===== src/common/hangman_macros.svh =====
// ============================================================================
// Hangman engine constants
// Word geometry, mistake limit and the host register map.
// ============================================================================
`ifndef HANGMAN_MACROS_SVH
`define HANGMAN_MACROS_SVH

`define WORD_LEN      5
`define LETTER_W      8
`define MAX_MISTAKES  6

// host register map, 3-bit word addresses.
`define ADR_WORD0     3'd0
`define ADR_WORD1     3'd1
`define ADR_WORD2     3'd2
`define ADR_WORD3     3'd3
`define ADR_WORD4     3'd4
`define ADR_CTRL      3'd5
`define ADR_STATUS    3'd6

`endif


===== src/common/hangmanPkg.sv =====
// ============================================================================
// Hangman package
// State and result encodings plus the structs passed between the host
// register block, the guess filter and the game controller.
// ============================================================================
`include "hangman_macros.svh"

package hangmanPkg;

    typedef enum logic [2:0] {
        WAIT_WORD = 3'd0,
        READY     = 3'd1,
        MATCH     = 3'd2,
        WON       = 3'd3,
        LOST      = 3'd4
    } gameState_t;

    typedef enum logic [1:0] {
        RES_NONE   = 2'd0,
        RES_HIT    = 2'd1,
        RES_MISS   = 2'd2,
        RES_REPEAT = 2'd3
    } guessResult_t;

    // wishbone classic request and response.
    typedef struct packed {
        logic        cyc;
        logic        stb;
        logic        we;
        logic [2:0]  adr;
        logic [31:0] dat;
    } wbReq_t;

    typedef struct packed {
        logic        ack;
        logic [31:0] dat;
    } wbRsp_t;

    // position 0 sits in the top byte of word.
    typedef struct packed {
        logic [`WORD_LEN*`LETTER_W-1:0] word;
        logic                           start;
        logic                           abort;
    } wordCfg_t;

    typedef struct packed {
        logic                 valid;
        logic [`LETTER_W-1:0] letter;
        logic                 isRepeat;
    } guessEvent_t;

    typedef struct packed {
        gameState_t           state;
        logic [2:0]           correct;
        logic [2:0]           mistakes;
        logic [`WORD_LEN-1:0] hitMask;
        guessResult_t         lastResult;
    } gameStatus_t;

endpackage


===== src/game/gameController.sv =====
// ============================================================================
// Game controller
// FSM that starts and aborts games, runs the letter matcher for each fresh
// guess, keeps score and decides win or loss.
// ============================================================================
`timescale 1ns/1ps
`include "hangman_macros.svh"

module gameController (
    input  logic                     clk,
    input  logic                     nRst,
    input  hangmanPkg::wordCfg_t     cfg,
    input  hangmanPkg::guessEvent_t  guess,
    output logic                     ready,
    output logic                     busy,
    output logic                     green,
    output logic                     red,
    output hangmanPkg::gameStatus_t  status
);
    localparam hangmanPkg::gameStatus_t STATUS_CLEAR = '{
        state:      hangmanPkg::WAIT_WORD,
        correct:    3'd0,
        mistakes:   3'd0,
        hitMask:    '0,
        lastResult: hangmanPkg::RES_NONE
    };

    hangmanPkg::gameStatus_t stat;
    hangmanPkg::gameStatus_t statNext;
    logic                    matchStart;
    logic                    matchDone;
    logic [`WORD_LEN-1:0]    newMask;
    logic [2:0]              newCount;
    logic [`WORD_LEN-1:0]    mergedMask;

    letterMatcher matcher (
        .clk        (clk),
        .nRst       (nRst),
        .matchStart (matchStart),
        .letter     (guess.letter),
        .word       (cfg.word),
        .foundMask  (stat.hitMask),
        .matchDone  (matchDone),
        .newMask    (newMask),
        .newCount   (newCount)
    );

    assign mergedMask = stat.hitMask | newMask;

    always_comb begin
        statNext   = stat;
        matchStart = 1'b0;

        case (stat.state)
            hangmanPkg::READY: begin
                if (guess.valid) begin
                    if (guess.isRepeat) begin
                        statNext.lastResult = hangmanPkg::RES_REPEAT;
                    end else begin
                        statNext.state = hangmanPkg::MATCH;
                        matchStart     = 1'b1;
                    end
                end
            end
            hangmanPkg::MATCH: begin
                if (matchDone) begin
                    if (newCount != 3'd0) begin
                        statNext.hitMask    = mergedMask;
                        statNext.correct    = stat.correct + newCount;
                        statNext.lastResult = hangmanPkg::RES_HIT;
                        statNext.state      = (&mergedMask) ? hangmanPkg::WON
                                                            : hangmanPkg::READY;
                    end else begin
                        statNext.mistakes   = stat.mistakes + 3'd1;
                        statNext.lastResult = hangmanPkg::RES_MISS;
                        if (statNext.mistakes == 3'(`MAX_MISTAKES)) begin
                            statNext.state = hangmanPkg::LOST;
                        end else begin
                            statNext.state = hangmanPkg::READY;
                        end
                    end
                end
            end
            default: ;
        endcase

        // host strobes override the game, abort first.
        if (cfg.abort) begin
            statNext   = STATUS_CLEAR;
            matchStart = 1'b0;
        end else if (cfg.start) begin
            statNext       = STATUS_CLEAR;
            statNext.state = hangmanPkg::READY;
            matchStart     = 1'b0;
        end
    end

    always_ff @(posedge clk, negedge nRst) begin
        if (!nRst) begin
            stat <= STATUS_CLEAR;
        end else begin
            stat <= statNext;
        end
    end

    assign ready  = (stat.state == hangmanPkg::READY);
    assign busy   = (stat.state == hangmanPkg::MATCH);
    assign green  = (stat.state == hangmanPkg::WON);
    assign red    = (stat.state == hangmanPkg::LOST);
    assign status = stat;

endmodule


===== src/game/letterMatcher.sv =====
// ============================================================================
// Letter matcher
// Walks the word one position per cycle and collects every position that
// holds the guessed letter and was not found before.
// ============================================================================
`timescale 1ns/1ps
`include "hangman_macros.svh"

module letterMatcher (
    input  logic                           clk,
    input  logic                           nRst,
    input  logic                           matchStart,
    input  logic [`LETTER_W-1:0]           letter,
    input  logic [`WORD_LEN*`LETTER_W-1:0] word,
    input  logic [`WORD_LEN-1:0]           foundMask,
    output logic                           matchDone,
    output logic [`WORD_LEN-1:0]           newMask,
    output logic [2:0]                     newCount
);
    localparam logic [2:0] LAST_POS = 3'(`WORD_LEN - 1);

    logic [`WORD_LEN*`LETTER_W-1:0] wordQ;
    logic [`LETTER_W-1:0]           letterQ;
    logic [`WORD_LEN-1:0]           foundQ;
    logic [2:0]                     posQ;
    logic                           active;
    logic                           doneQ;
    logic                           hit;

    // top byte of the shifted word is the current position.
    assign hit = active && !foundQ[posQ]
              && (wordQ[`WORD_LEN*`LETTER_W-1 -: `LETTER_W] == letterQ);

    always_ff @(posedge clk, negedge nRst) begin
        if (!nRst) begin
            active <= 1'b0;
            doneQ  <= 1'b0;
            posQ   <= '0;
        end else begin
            doneQ <= 1'b0;
            if (matchStart) begin
                active <= 1'b1;
                posQ   <= '0;
            end else if (active) begin
                posQ <= posQ + 3'd1;
                if (posQ == LAST_POS) begin
                    active <= 1'b0;
                    doneQ  <= 1'b1;
                end
            end
        end
    end

    always_ff @(posedge clk) begin
        if (matchStart) begin
            wordQ    <= word;
            letterQ  <= letter;
            foundQ   <= foundMask;
            newMask  <= '0;
            newCount <= '0;
        end else if (active) begin
            wordQ <= wordQ << `LETTER_W;
            if (hit) begin
                newMask[posQ] <= 1'b1;
                newCount      <= newCount + 3'd1;
            end
        end
    end

    assign matchDone = doneQ;

endmodule


===== src/source/guessFilter.sv =====
// ============================================================================
// Guess filter
// Folds key codes to upper case, drops non-letters and flags letters
// already guessed in the current game.
// ============================================================================
`timescale 1ns/1ps
`include "hangman_macros.svh"

module guessFilter (
    input  logic                      clk,
    input  logic                      nRst,
    input  logic                      keyValid,
    input  logic [7:0]                keyCode,
    input  logic                      ready,
    input  logic                      clearUsed,
    output hangmanPkg::guessEvent_t   guess
);
    localparam logic [7:0] UPPER_A     = 8'h41;
    localparam logic [7:0] UPPER_Z     = 8'h5a;
    localparam logic [7:0] LOWER_A     = 8'h61;
    localparam logic [7:0] LOWER_Z     = 8'h7a;
    localparam logic [7:0] CASE_OFFSET = 8'h20;

    logic [`LETTER_W-1:0] folded;
    logic                 isLetter;
    logic [4:0]           idx;
    logic                 accept;
    logic [25:0]          used;
    logic                 validQ;
    logic [`LETTER_W-1:0] letterQ;
    logic                 repeatQ;

    always_comb begin
        folded = keyCode;
        if (keyCode >= LOWER_A && keyCode <= LOWER_Z) begin
            folded = keyCode - CASE_OFFSET;
        end
        isLetter = (folded >= UPPER_A) && (folded <= UPPER_Z);
        idx      = 5'(folded - UPPER_A);
    end

    // one event in flight at most.
    assign accept = keyValid && ready && !validQ && isLetter;

    always_ff @(posedge clk, negedge nRst) begin
        if (!nRst) begin
            validQ <= 1'b0;
            used   <= '0;
        end else begin
            validQ <= accept;
            if (clearUsed) begin
                used <= '0;
            end else if (accept) begin
                used[idx] <= 1'b1;
            end
        end
    end

    always_ff @(posedge clk) begin
        if (accept) begin
            letterQ <= folded;
            repeatQ <= used[idx] && !clearUsed;
        end
    end

    assign guess = '{valid: validQ, letter: letterQ, isRepeat: repeatQ};

endmodule


===== src/source/hangmanTop.sv =====
// ============================================================================
// Hangman engine top
// Host registers and guess filter feed the game controller.
// ============================================================================
`timescale 1ns/1ps

module hangmanTop (
    input  logic                clk,
    input  logic                nRst,
    input  hangmanPkg::wbReq_t  wbReq,
    output hangmanPkg::wbRsp_t  wbRsp,
    input  logic                keyValid,
    input  logic [7:0]          keyCode,
    output logic                ready,
    output logic                busy,
    output logic                green,
    output logic                red
);
    hangmanPkg::wordCfg_t    cfg;
    hangmanPkg::gameStatus_t status;
    hangmanPkg::guessEvent_t guess;

    hostRegs regs (
        .clk    (clk),
        .nRst   (nRst),
        .wbReq  (wbReq),
        .wbRsp  (wbRsp),
        .cfg    (cfg),
        .status (status)
    );

    // a new game forgets the letters used so far.
    guessFilter filter (
        .clk       (clk),
        .nRst      (nRst),
        .keyValid  (keyValid),
        .keyCode   (keyCode),
        .ready     (ready),
        .clearUsed (cfg.start),
        .guess     (guess)
    );

    gameController ctrl (
        .clk    (clk),
        .nRst   (nRst),
        .cfg    (cfg),
        .guess  (guess),
        .ready  (ready),
        .busy   (busy),
        .green  (green),
        .red    (red),
        .status (status)
    );

endmodule


===== src/source/hostRegs.sv =====
// ============================================================================
// Host register block
// Wishbone classic slave with the five word letters, the start and abort
// strobes and a readback of the game status. Single-cycle ack, no waits.
// ============================================================================
`timescale 1ns/1ps
`include "hangman_macros.svh"

module hostRegs (
    input  logic                     clk,
    input  logic                     nRst,
    input  hangmanPkg::wbReq_t       wbReq,
    output hangmanPkg::wbRsp_t       wbRsp,
    output hangmanPkg::wordCfg_t     cfg,
    input  hangmanPkg::gameStatus_t  status
);
    logic [`LETTER_W-1:0] letters [`WORD_LEN];
    logic                 ackQ;
    logic                 startQ;
    logic                 abortQ;
    logic [31:0]          datQ;
    logic [31:0]          readData;
    logic                 access;

    // new transfer only while ack is low.
    assign access = wbReq.cyc && wbReq.stb && !ackQ;

    always_comb begin
        readData = '0;
        unique case (wbReq.adr)
            `ADR_WORD0:  readData[`LETTER_W-1:0] = letters[0];
            `ADR_WORD1:  readData[`LETTER_W-1:0] = letters[1];
            `ADR_WORD2:  readData[`LETTER_W-1:0] = letters[2];
            `ADR_WORD3:  readData[`LETTER_W-1:0] = letters[3];
            `ADR_WORD4:  readData[`LETTER_W-1:0] = letters[4];
            `ADR_STATUS: readData[$bits(hangmanPkg::gameStatus_t)-1:0] = status;
            default:     readData = '0;
        endcase
    end

    always_ff @(posedge clk, negedge nRst) begin
        if (!nRst) begin
            ackQ   <= 1'b0;
            startQ <= 1'b0;
            abortQ <= 1'b0;
            for (int i = 0; i < `WORD_LEN; i++) begin
                letters[i] <= '0;
            end
        end else begin
            ackQ   <= access;
            startQ <= 1'b0;
            abortQ <= 1'b0;
            if (access && wbReq.we) begin
                unique case (wbReq.adr)
                    `ADR_WORD0: letters[0] <= wbReq.dat[`LETTER_W-1:0];
                    `ADR_WORD1: letters[1] <= wbReq.dat[`LETTER_W-1:0];
                    `ADR_WORD2: letters[2] <= wbReq.dat[`LETTER_W-1:0];
                    `ADR_WORD3: letters[3] <= wbReq.dat[`LETTER_W-1:0];
                    `ADR_WORD4: letters[4] <= wbReq.dat[`LETTER_W-1:0];
                    `ADR_CTRL: begin
                        startQ <= wbReq.dat[0];
                        abortQ <= wbReq.dat[1];
                    end
                    default: ;
                endcase
            end
        end
    end

    // read data is captured with the ack.
    always_ff @(posedge clk) begin
        if (access && !wbReq.we) begin
            datQ <= readData;
        end
    end

    always_comb begin
        for (int i = 0; i < `WORD_LEN; i++) begin
            cfg.word[(`WORD_LEN-1-i)*`LETTER_W +: `LETTER_W] = letters[i];
        end
        cfg.start = startQ;
        cfg.abort = abortQ;
    end

    assign wbRsp.ack = ackQ;
    assign wbRsp.dat = datQ;

endmodule

===== config.mk =====
export PLATFORM = sky130hd
export DESIGN_NAME = hangmanTop
export DESIGN_NICKNAME = d
export VERILOG_FILES = /design/src/common/hangmanPkg.sv /design/src/game/gameController.sv /design/src/game/letterMatcher.sv /design/src/source/guessFilter.sv /design/src/source/hangmanTop.sv /design/src/source/hostRegs.sv
export VERILOG_INCLUDE_DIRS = /design/src /design/src/common
export SDC_FILE = /design/constraint.sdc
export NUM_CORES = 1
export LEC_CHECK = 0
export BUFFER_PORTS_ARGS = -buffer_cell sky130_fd_sc_hd__buf_2
export CAP_MARGIN = 0
export CORE_UTILIZATION = 35
export DETAILED_ROUTE_END_ITERATION = 10
export PLACE_DENSITY_LB_ADDON = 0.05
export SYNTH_ARGS = -nofsm -noshare
export SYNTH_HDL_FRONTEND = slang
export SYNTH_SLANG_ARGS = --single-unit
export TNS_END_PERCENT = 5

===== constraint.sdc =====
create_clock -name clk -period 4.3 [get_ports clk]
set_input_delay 0.86 -clock clk [delete_from_list [all_inputs] [get_ports clk]]
set_output_delay 0.86 -clock clk [all_outputs]
set_load 0.02 [all_outputs]

==> impl_metrics.env, run 1 <==
export IMPL_hp_class="in -> async"
export IMPL_io_buffers=45
export IMPL_fin_total_pwr_uw=3810
export IMPL_fin_skew_ns=0.00907
export IMPL_grt_pass1_vias=5212
export IMPL_cts_setup_buffers=0
export IMPL_wirelength_um=19400
export IMPL_viasPerCell=5.10
export IMPL_clock_sinks=177
export IMPL_synth_cells=619
export IMPL_ant_nets=0
export IMPL_hold_violations=0
export IMPL_htree_levels=4
export IMPL_cts_root_buf="clkbuf_16"
export IMPL_hold_buffers=0
export IMPL_cp_required_ns=4.43
export IMPL_dp_hpwl_um=13000
export IMPL_via_count=5029
export IMPL_clk_path_buf_depth=2
export IMPL_row_count=55
export IMPL_synthArstFlopShare=0.514
export IMPL_worst_slew_pin_slew_ns=1.09
export IMPL_diodes=0
export IMPL_leakagePower_uw=0.00384
export IMPL_yosysSeqAreaShare=0.576
export IMPL_die_w_um=156
export IMPL_rrSetupSlack_ns=1.52
export IMPL_arrival_ns=3.06
export IMPL_setup_viol=0
export IMPL_r2r_start="regs.startQ$_DFF_PN0_"
export IMPL_final_util=0.407
export IMPL_grt_total_usage=0.171
export IMPL_clk_pin_slew_ns=0.07
export IMPL_synth_seq_cells=177
export IMPL_avgSynthCellArea_um2=13.4
export IMPL_fmax_mhz=341
export IMPL_insertion_delay_ns=0.42
export IMPL_antenna_found_initial=0
export IMPL_ys_flop_type="dfrtp_1"
export IMPL_multi_input_area_um2=3220
export IMPL_area_delta_synth_final_pct=12.4
export IMPL_drc=0
export IMPL_power_density_nw_per_um2=409
export IMPL_yosysUniqueCellTypes=67
export IMPL_maxSlewViolCount=0
export IMPL_io_pins=86
export IMPL_maxCapViolations=0
export IMPL_die_area_um2=24300
export IMPL_post_route_min_period_ns=2.93
export IMPL_placement_setup_worst_slack_ns=0.899
export IMPL_rsz0062_at_grt="no"
export IMPL_relSlewSlack=0.271
export IMPL_routedWlPerCell_um=19.7
export IMPL_layout_nets=724
export IMPL_grt_pass1_wl_um=30700
export IMPL_critPathMaxFanout=15
export IMPL_setup_tns_ns=0
export IMPL_regArea_um2=4780
export IMPL_crit_type="in -> reg"
export IMPL_yosys_warnings=0
export IMPL_n_fill_cell=2174
export IMPL_numCtsBuffers=17
export IMPL_initialDrtViolationCount=260
export IMPL_ir_drop_uv=228
export IMPL_cts_tree="done"
export IMPL_netlist_area_um2=8290
export IMPL_status="completed"
export IMPL_synth_edf_count=78
export IMPL_drive_gt1_frac=0.281
export IMPL_start_util=0.362
export IMPL_coreArea_um2=22900
export IMPL_cts_resized=0
export IMPL_grt_max_degree=68
export IMPL_r2r_cells=4
export IMPL_end_kind="register"
export IMPL_grt_ovfl_total=0
export IMPL_start_kind="primary input"
export IMPL_dr_pass1_iters=5
export IMPL_fin_crit_sh=0.682
export IMPL_fp_dieH_um=156
export IMPL_r2r_end="ctrl.matcher.wordQ[38]$_DFFE_PP_"
export IMPL_worst_slack_ns=1.37
export IMPL_place_congestion=0.730
-- how the worst max path moves through the flow --
stage,from,to,slack (ns),depth (start not counted)
global placement,keyCode[0],filter.letterQ[4]$_DFFE_PP_,0.90,9
floorplan,keyCode[0],filter.letterQ[0]$_DFFE_PP_,1.21,9
CTS,keyCode[0],filter.letterQ[0]$_DFFE_PP_,1.35,9
global route,keyCode[0],filter.letterQ[0]$_DFFE_PP_,1.16,9
detailed placement,keyCode[0],filter.letterQ[4]$_DFFE_PP_,0.90,9
finish,keyCode[0],filter.letterQ[0]$_DFFE_PP_,1.37,9
-- report_power, final --
part / internal [uW] / total [uW] / switching [uW]
sequential: 1860 / 1940 / 80.3
combinational: 154 / 336 / 182
clock: 859 / 1540 / 679
-- worst max-delay path: stages --
cell	delay [ns]
buf_2	0.35
inv_1	0.16
ha_1	0.35
or3b_4	0.30
o31ai_1	0.09
a311oi_4	0.43
nand2_2	0.20
nor2_1	0.12
buf_4	0.20
-- cells in the mapped netlist, drive strengths merged (3+ instances only) --
library cell / count / area, um^2
clkbuf: 13 / 58.8
dfrtp: 91 / 2280
and3: 10 / 62.6
inv: 24 / 90.1
o2bb2ai: 22 / 193
and2: 9 / 56.3
nor2: 48 / 185
o22ai: 6 / 37.5
mux2i: 14 / 140
nand2: 18 / 70.1
nand4: 7 / 43.8
xor2: 3 / 26.3
a21oi: 13 / 65.1
mux4: 11 / 248
nor3b: 7 / 63.8
a211oi: 4 / 30.0
mux2: 80 / 901
nor2b: 4 / 25.0
buf: 31 / 210
nand2b: 5 / 31.3
nor3: 9 / 55.1
a31oi: 5 / 31.3
o31a: 3 / 26.3
o32ai: 6 / 60.1
o21ai: 10 / 50.0
nand3: 10 / 50.1
a21o: 3 / 22.5
edfxtp: 78 / 2340
dfxtp: 8 / 160
nand3b: 8 / 71.3
xnor2: 16 / 140
ha: 14 / 175
-- state kept, by name (all words and copies together), names as in the netlist --
signal                  cells
filter.repeatQ              1
regs.abortQ                 1
ctrl.matcher.active         1
ctrl.matcher.letterQ        8
ctrl.matcher.newMask        5
ctrl.matcher.posQ           3
filter.letterQ              8
ctrl.status                16
regs.datQ                  16
filter.validQ               1
ctrl.matcher.matchDone      1
ctrl.matcher.foundQ         5
ctrl.matcher.wordQ         40
regs.cfg                   40
ctrl.matcher.newCount       3
regs.ackQ                   1
regs.startQ                 1
filter.used                26
-- cell type report --
cell class              count  area share
multi-input cells         388       0.345
well taps                 313      0.0420
flip-flops and latches    177       0.513
repair buffers             51      0.0293
inverters                  25      0.0101
clock inverters            13      0.0146
clock buffers              19      0.0464
-- routing by layer --
metal / GRT usage / vias to the layer above / share of wire
li1: - / 2343 / -
met1: 0.236 / 2564 / 0.48
met2: 0.266 / 100 / 0.47
met3: 0.0311 / 22 / 0.032
met4: 0.0640 / 0 / 0.021
met5: 0 / - / 0
-- cells in the final DEF (no fill, tap or decap), types with 10 or more instances in the layout --
cell type	instances
dfrtp_1	91
clkbuf_16	17
o2bb2ai_1	22
inv_1	24
conb_1	16
ha_1	14
edfxtp_1	78
nor2_1	46
a21oi_1	13
nand3_1	10
buf_2	44
xnor2_1	16
nand2_1	17
mux4_2	11
and3_1	10
mux2_2	80
mux2i_1	14
-- per-stage QoR --
stage	instance area, um^2	instances	hold slack (ns)
2_1_floorplan	8350	634	0.400
3_3_place_gp	8750	954	0.404
3_5_place_dp	8750	954	0.405
4_1_cts	9320	986	0.369
5_1_grt	9320	986	0.390
6_report	9320	986	0.379
-- cell families after synthesis --
logic type,count (synthesis),share of synthesized area
other,1,0.000452
XOR/XNOR,19,0.0201
buffers and inverters,69,0.0438
adder cells (fa/ha/maj),15,0.0235
AO/OA/AOI/OAI,87,0.0824
AND/OR/NAND/NOR,146,0.0979
flip-flops,177,0.576
multiplexers,105,0.155
(Power assumes the default switching activity.)
==> run 2: changes to the inputs <==
- ABC_AREA: not set -> 1
- clock period: 4.3 -> 3 ns (I/O delays scaled with it)
==> impl_metrics.env, run 2 <==
export IMPL_ir_drop_uv=380
export IMPL_relSlewSlack=0.557
export IMPL_dr_pass1_iters=7
export IMPL_place_congestion=0.784
export IMPL_layout_cells_most_common="nand2_1"
export IMPL_wirelength_um=21300
export IMPL_grt_total_usage=0.178
export IMPL_mostFrequentLayoutCells="nand2_1 (242), inv_1 (122), o21ai_0 (112)"
export IMPL_synth_seq_cells=177
export IMPL_numCtsBuffers=17
export IMPL_end_kind="register"
export IMPL_r2r_end="ctrl.matcher.wordQ[29]$_DFFE_PP_"
export IMPL_cts_root_buf="clkbuf_16"
export IMPL_diodes=0
export IMPL_fin_crit_sh=0.741
export IMPL_start_util=0.355
export IMPL_final_area_um2=9840
export IMPL_area_delta_synth_final_pct=14.2
export IMPL_cts_tree="done"
export IMPL_coreArea_um2=24200
export IMPL_critPathMaxStageDelay_ns=0.41
export IMPL_path_cells="inv_1 > nand3_1 > nor2_1 > nand2_1 > nor2_4 > buf_4 > nor2_1 > clkinv_1 > buf_12"
export IMPL_die_w_um=159
export IMPL_layout_nets=1110
export IMPL_drc=0
export IMPL_dp_hpwl_um=15000
export IMPL_synth_cells=986
export IMPL_yosysUniqueCellTypes=43
export IMPL_fp_dieH_um=159
export IMPL_n_fill_cell=2497
export IMPL_synth_edf_count=78
export IMPL_yosys_warnings=0
export IMPL_hold_buffers=0
export IMPL_clk_path_buf_depth=2
export IMPL_viasPerCell=4.67
export IMPL_r2r_start="ctrl.status[15]$_DFFE_PN0P_"
export IMPL_post_synth_top_count_cell="nand2_1"
export IMPL_fmax_mhz=450
export IMPL_r2r_cells=9
export IMPL_hold_violations=0
export IMPL_row_count=57
export IMPL_cp_common_cell="nor2_1"
export IMPL_critPathMaxFanout=19
export IMPL_io_buffers=45
export IMPL_grt_max_degree=47
export IMPL_synthArstFlopShare=0.514
export IMPL_setup_viol=0
export IMPL_drive_gt1_frac=0.128
export IMPL_regArea_um2=4780
export IMPL_cp_depth=9
export IMPL_ant_nets=0
export IMPL_worst_slack_ns=0.778
export IMPL_synth_common_cells="nand2_1 (242), inv_1 (123), o21ai_0 (112)"
export IMPL_status="completed"
export IMPL_power_density_nw_per_um2=613
export IMPL_yosysSeqAreaShare=0.555
export IMPL_arrival_ns=2.40
export IMPL_netlist_area_um2=8610
export IMPL_place_area_um2=9270
export IMPL_fin_skew_ns=0.0174
export IMPL_rsz0062_at_grt="no"
export IMPL_placement_setup_worst_slack_ns=0.474
export IMPL_multi_input_area_um2=3090
export IMPL_worst_slew_pin_slew_ns=0.665
export IMPL_grt_ovfl_total=0
export IMPL_grt_pass1_vias=6354
export IMPL_cts_resized=0
export IMPL_cpMaxStageDelayCell="clkinv_1"
export IMPL_antenna_found_initial=0
export IMPL_htree_levels=4
export IMPL_cp_required_ns=3.18
export IMPL_critPathCapture="ctrl.matcher.wordQ[29]$_DFFE_PP_"
export IMPL_yosysTopAreaCell="edfxtp_1"
export IMPL_grt_pass1_wl_um=34700
export IMPL_post_route_min_period_ns=2.22
export IMPL_maxSlewViolCount=0
export IMPL_clk_pin_slew_ns=0.08
export IMPL_avgSynthCellArea_um2=8.74
export IMPL_ys_flop_type="dfrtp_1"
export IMPL_clock_sinks=177
export IMPL_hp_class="in -> async"
export IMPL_routedWlPerCell_um=15.4
export IMPL_start_kind="register"
export IMPL_synth_area_leaders="edfxtp_1 (27%), dfrtp_1 (26%), nand2_1 (11%), o21ai_0 (6.5%), inv_1 (5.4%)"
export IMPL_leakagePower_uw=0.00454
export IMPL_maxCapViolations=0
export IMPL_crit_type="reg -> reg"
export IMPL_cts_setup_buffers=0
export IMPL_die_area_um2=25200
export IMPL_via_count=6454
export IMPL_setup_tns_ns=0
export IMPL_path_buf_inv=4
export IMPL_initialDrtViolationCount=324
export IMPL_synth_top_area_share=0.272
export IMPL_io_pins=86
export IMPL_insertion_delay_ns=0.43
export IMPL_rrSetupSlack_ns=0.78
export IMPL_final_util=0.406
export IMPL_critPathLaunch="ctrl.status[15]$_DFFE_PN0P_"
export IMPL_crit_family="buffers and inverters"
run 2: cell types whose count changed in the layout (fill, tap and decap cells not counted), moves of 28 or more:
cell	change
mux2_2	-80
nand2_1	+225
o21ai_0	+103
nand3_1	+76
inv_1	+98
nor2_1	+28
run 2: how the worst min path moves through the flow:
stage	startpoint	endpoint	depth (start not counted)
floorplan	nRst	ctrl.matcher.active$_DFF_PN0_	0
global placement	filter.letterQ[5]$_DFFE_PP_	ctrl.matcher.letterQ[5]$_DFFE_PP_	0
detailed placement	filter.letterQ[7]$_DFFE_PP_	ctrl.matcher.letterQ[7]$_DFFE_PP_	0
CTS	nRst	ctrl.matcher.active$_DFF_PN0_	2
global route	nRst	ctrl.matcher.matchDone$_DFF_PN0_	2
finish	nRst	ctrl.matcher.matchDone$_DFF_PN0_	2
run 2: routing by layer:
layer,wire (um),share of wire,up-vias,GRT usage
met1,10800,0.51,3057,0.251
met4,208,0.0098,0,0.0433
met3,536,0.025,14,0.0316
met2,9790,0.46,78,0.284
li1,-,-,3305,-
met5,0,0,-,0
run 2: report_power, final:
part,total [uW],internal [uW],leakage [uW],switching [uW]
clock network,2180,1110,0.000281,1060
logic,935,296,0.00227,639
registers,2920,2790,0.00198,137
total,6030,4190,0.00454,1840
run 2: layout make-up:
class | instances | share of cell area
clock buffers | 18 | 0.0436
clock inverters | 14 | 0.0141
inverters | 136 | 0.0519
multi-input cells | 640 | 0.314
flip-flops and latches | 177 | 0.486
well taps | 324 | 0.0412
repair buffers | 74 | 0.0491
run 2: kinds of logic (layout without fill, tap and decap cells):
logic type               Yosys count  count (layout)  share of synthesized area
AND/OR/NAND/NOR                  441             441                      0.218
XOR/XNOR                           8               8                    0.00901
AO/OA/AOI/OAI                    159             159                      0.100
adder cells (fa/ha/maj)           15              15                     0.0227
multiplexers                       1               1                    0.00116
buffers and inverters            184             242                     0.0938
flip-flops                       177             177                      0.555
other                              1              16                   0.000435
run 2: through the flow:
step	total power (uW)	cells	hold slack, ns
finish	6030	1383	0.299
global route	6370	1383	0.350
detailed placement	3920	1351	0.406
global placement	3910	1351	0.405
CTS	6120	1383	0.321
floorplan	3590	1001	0.304
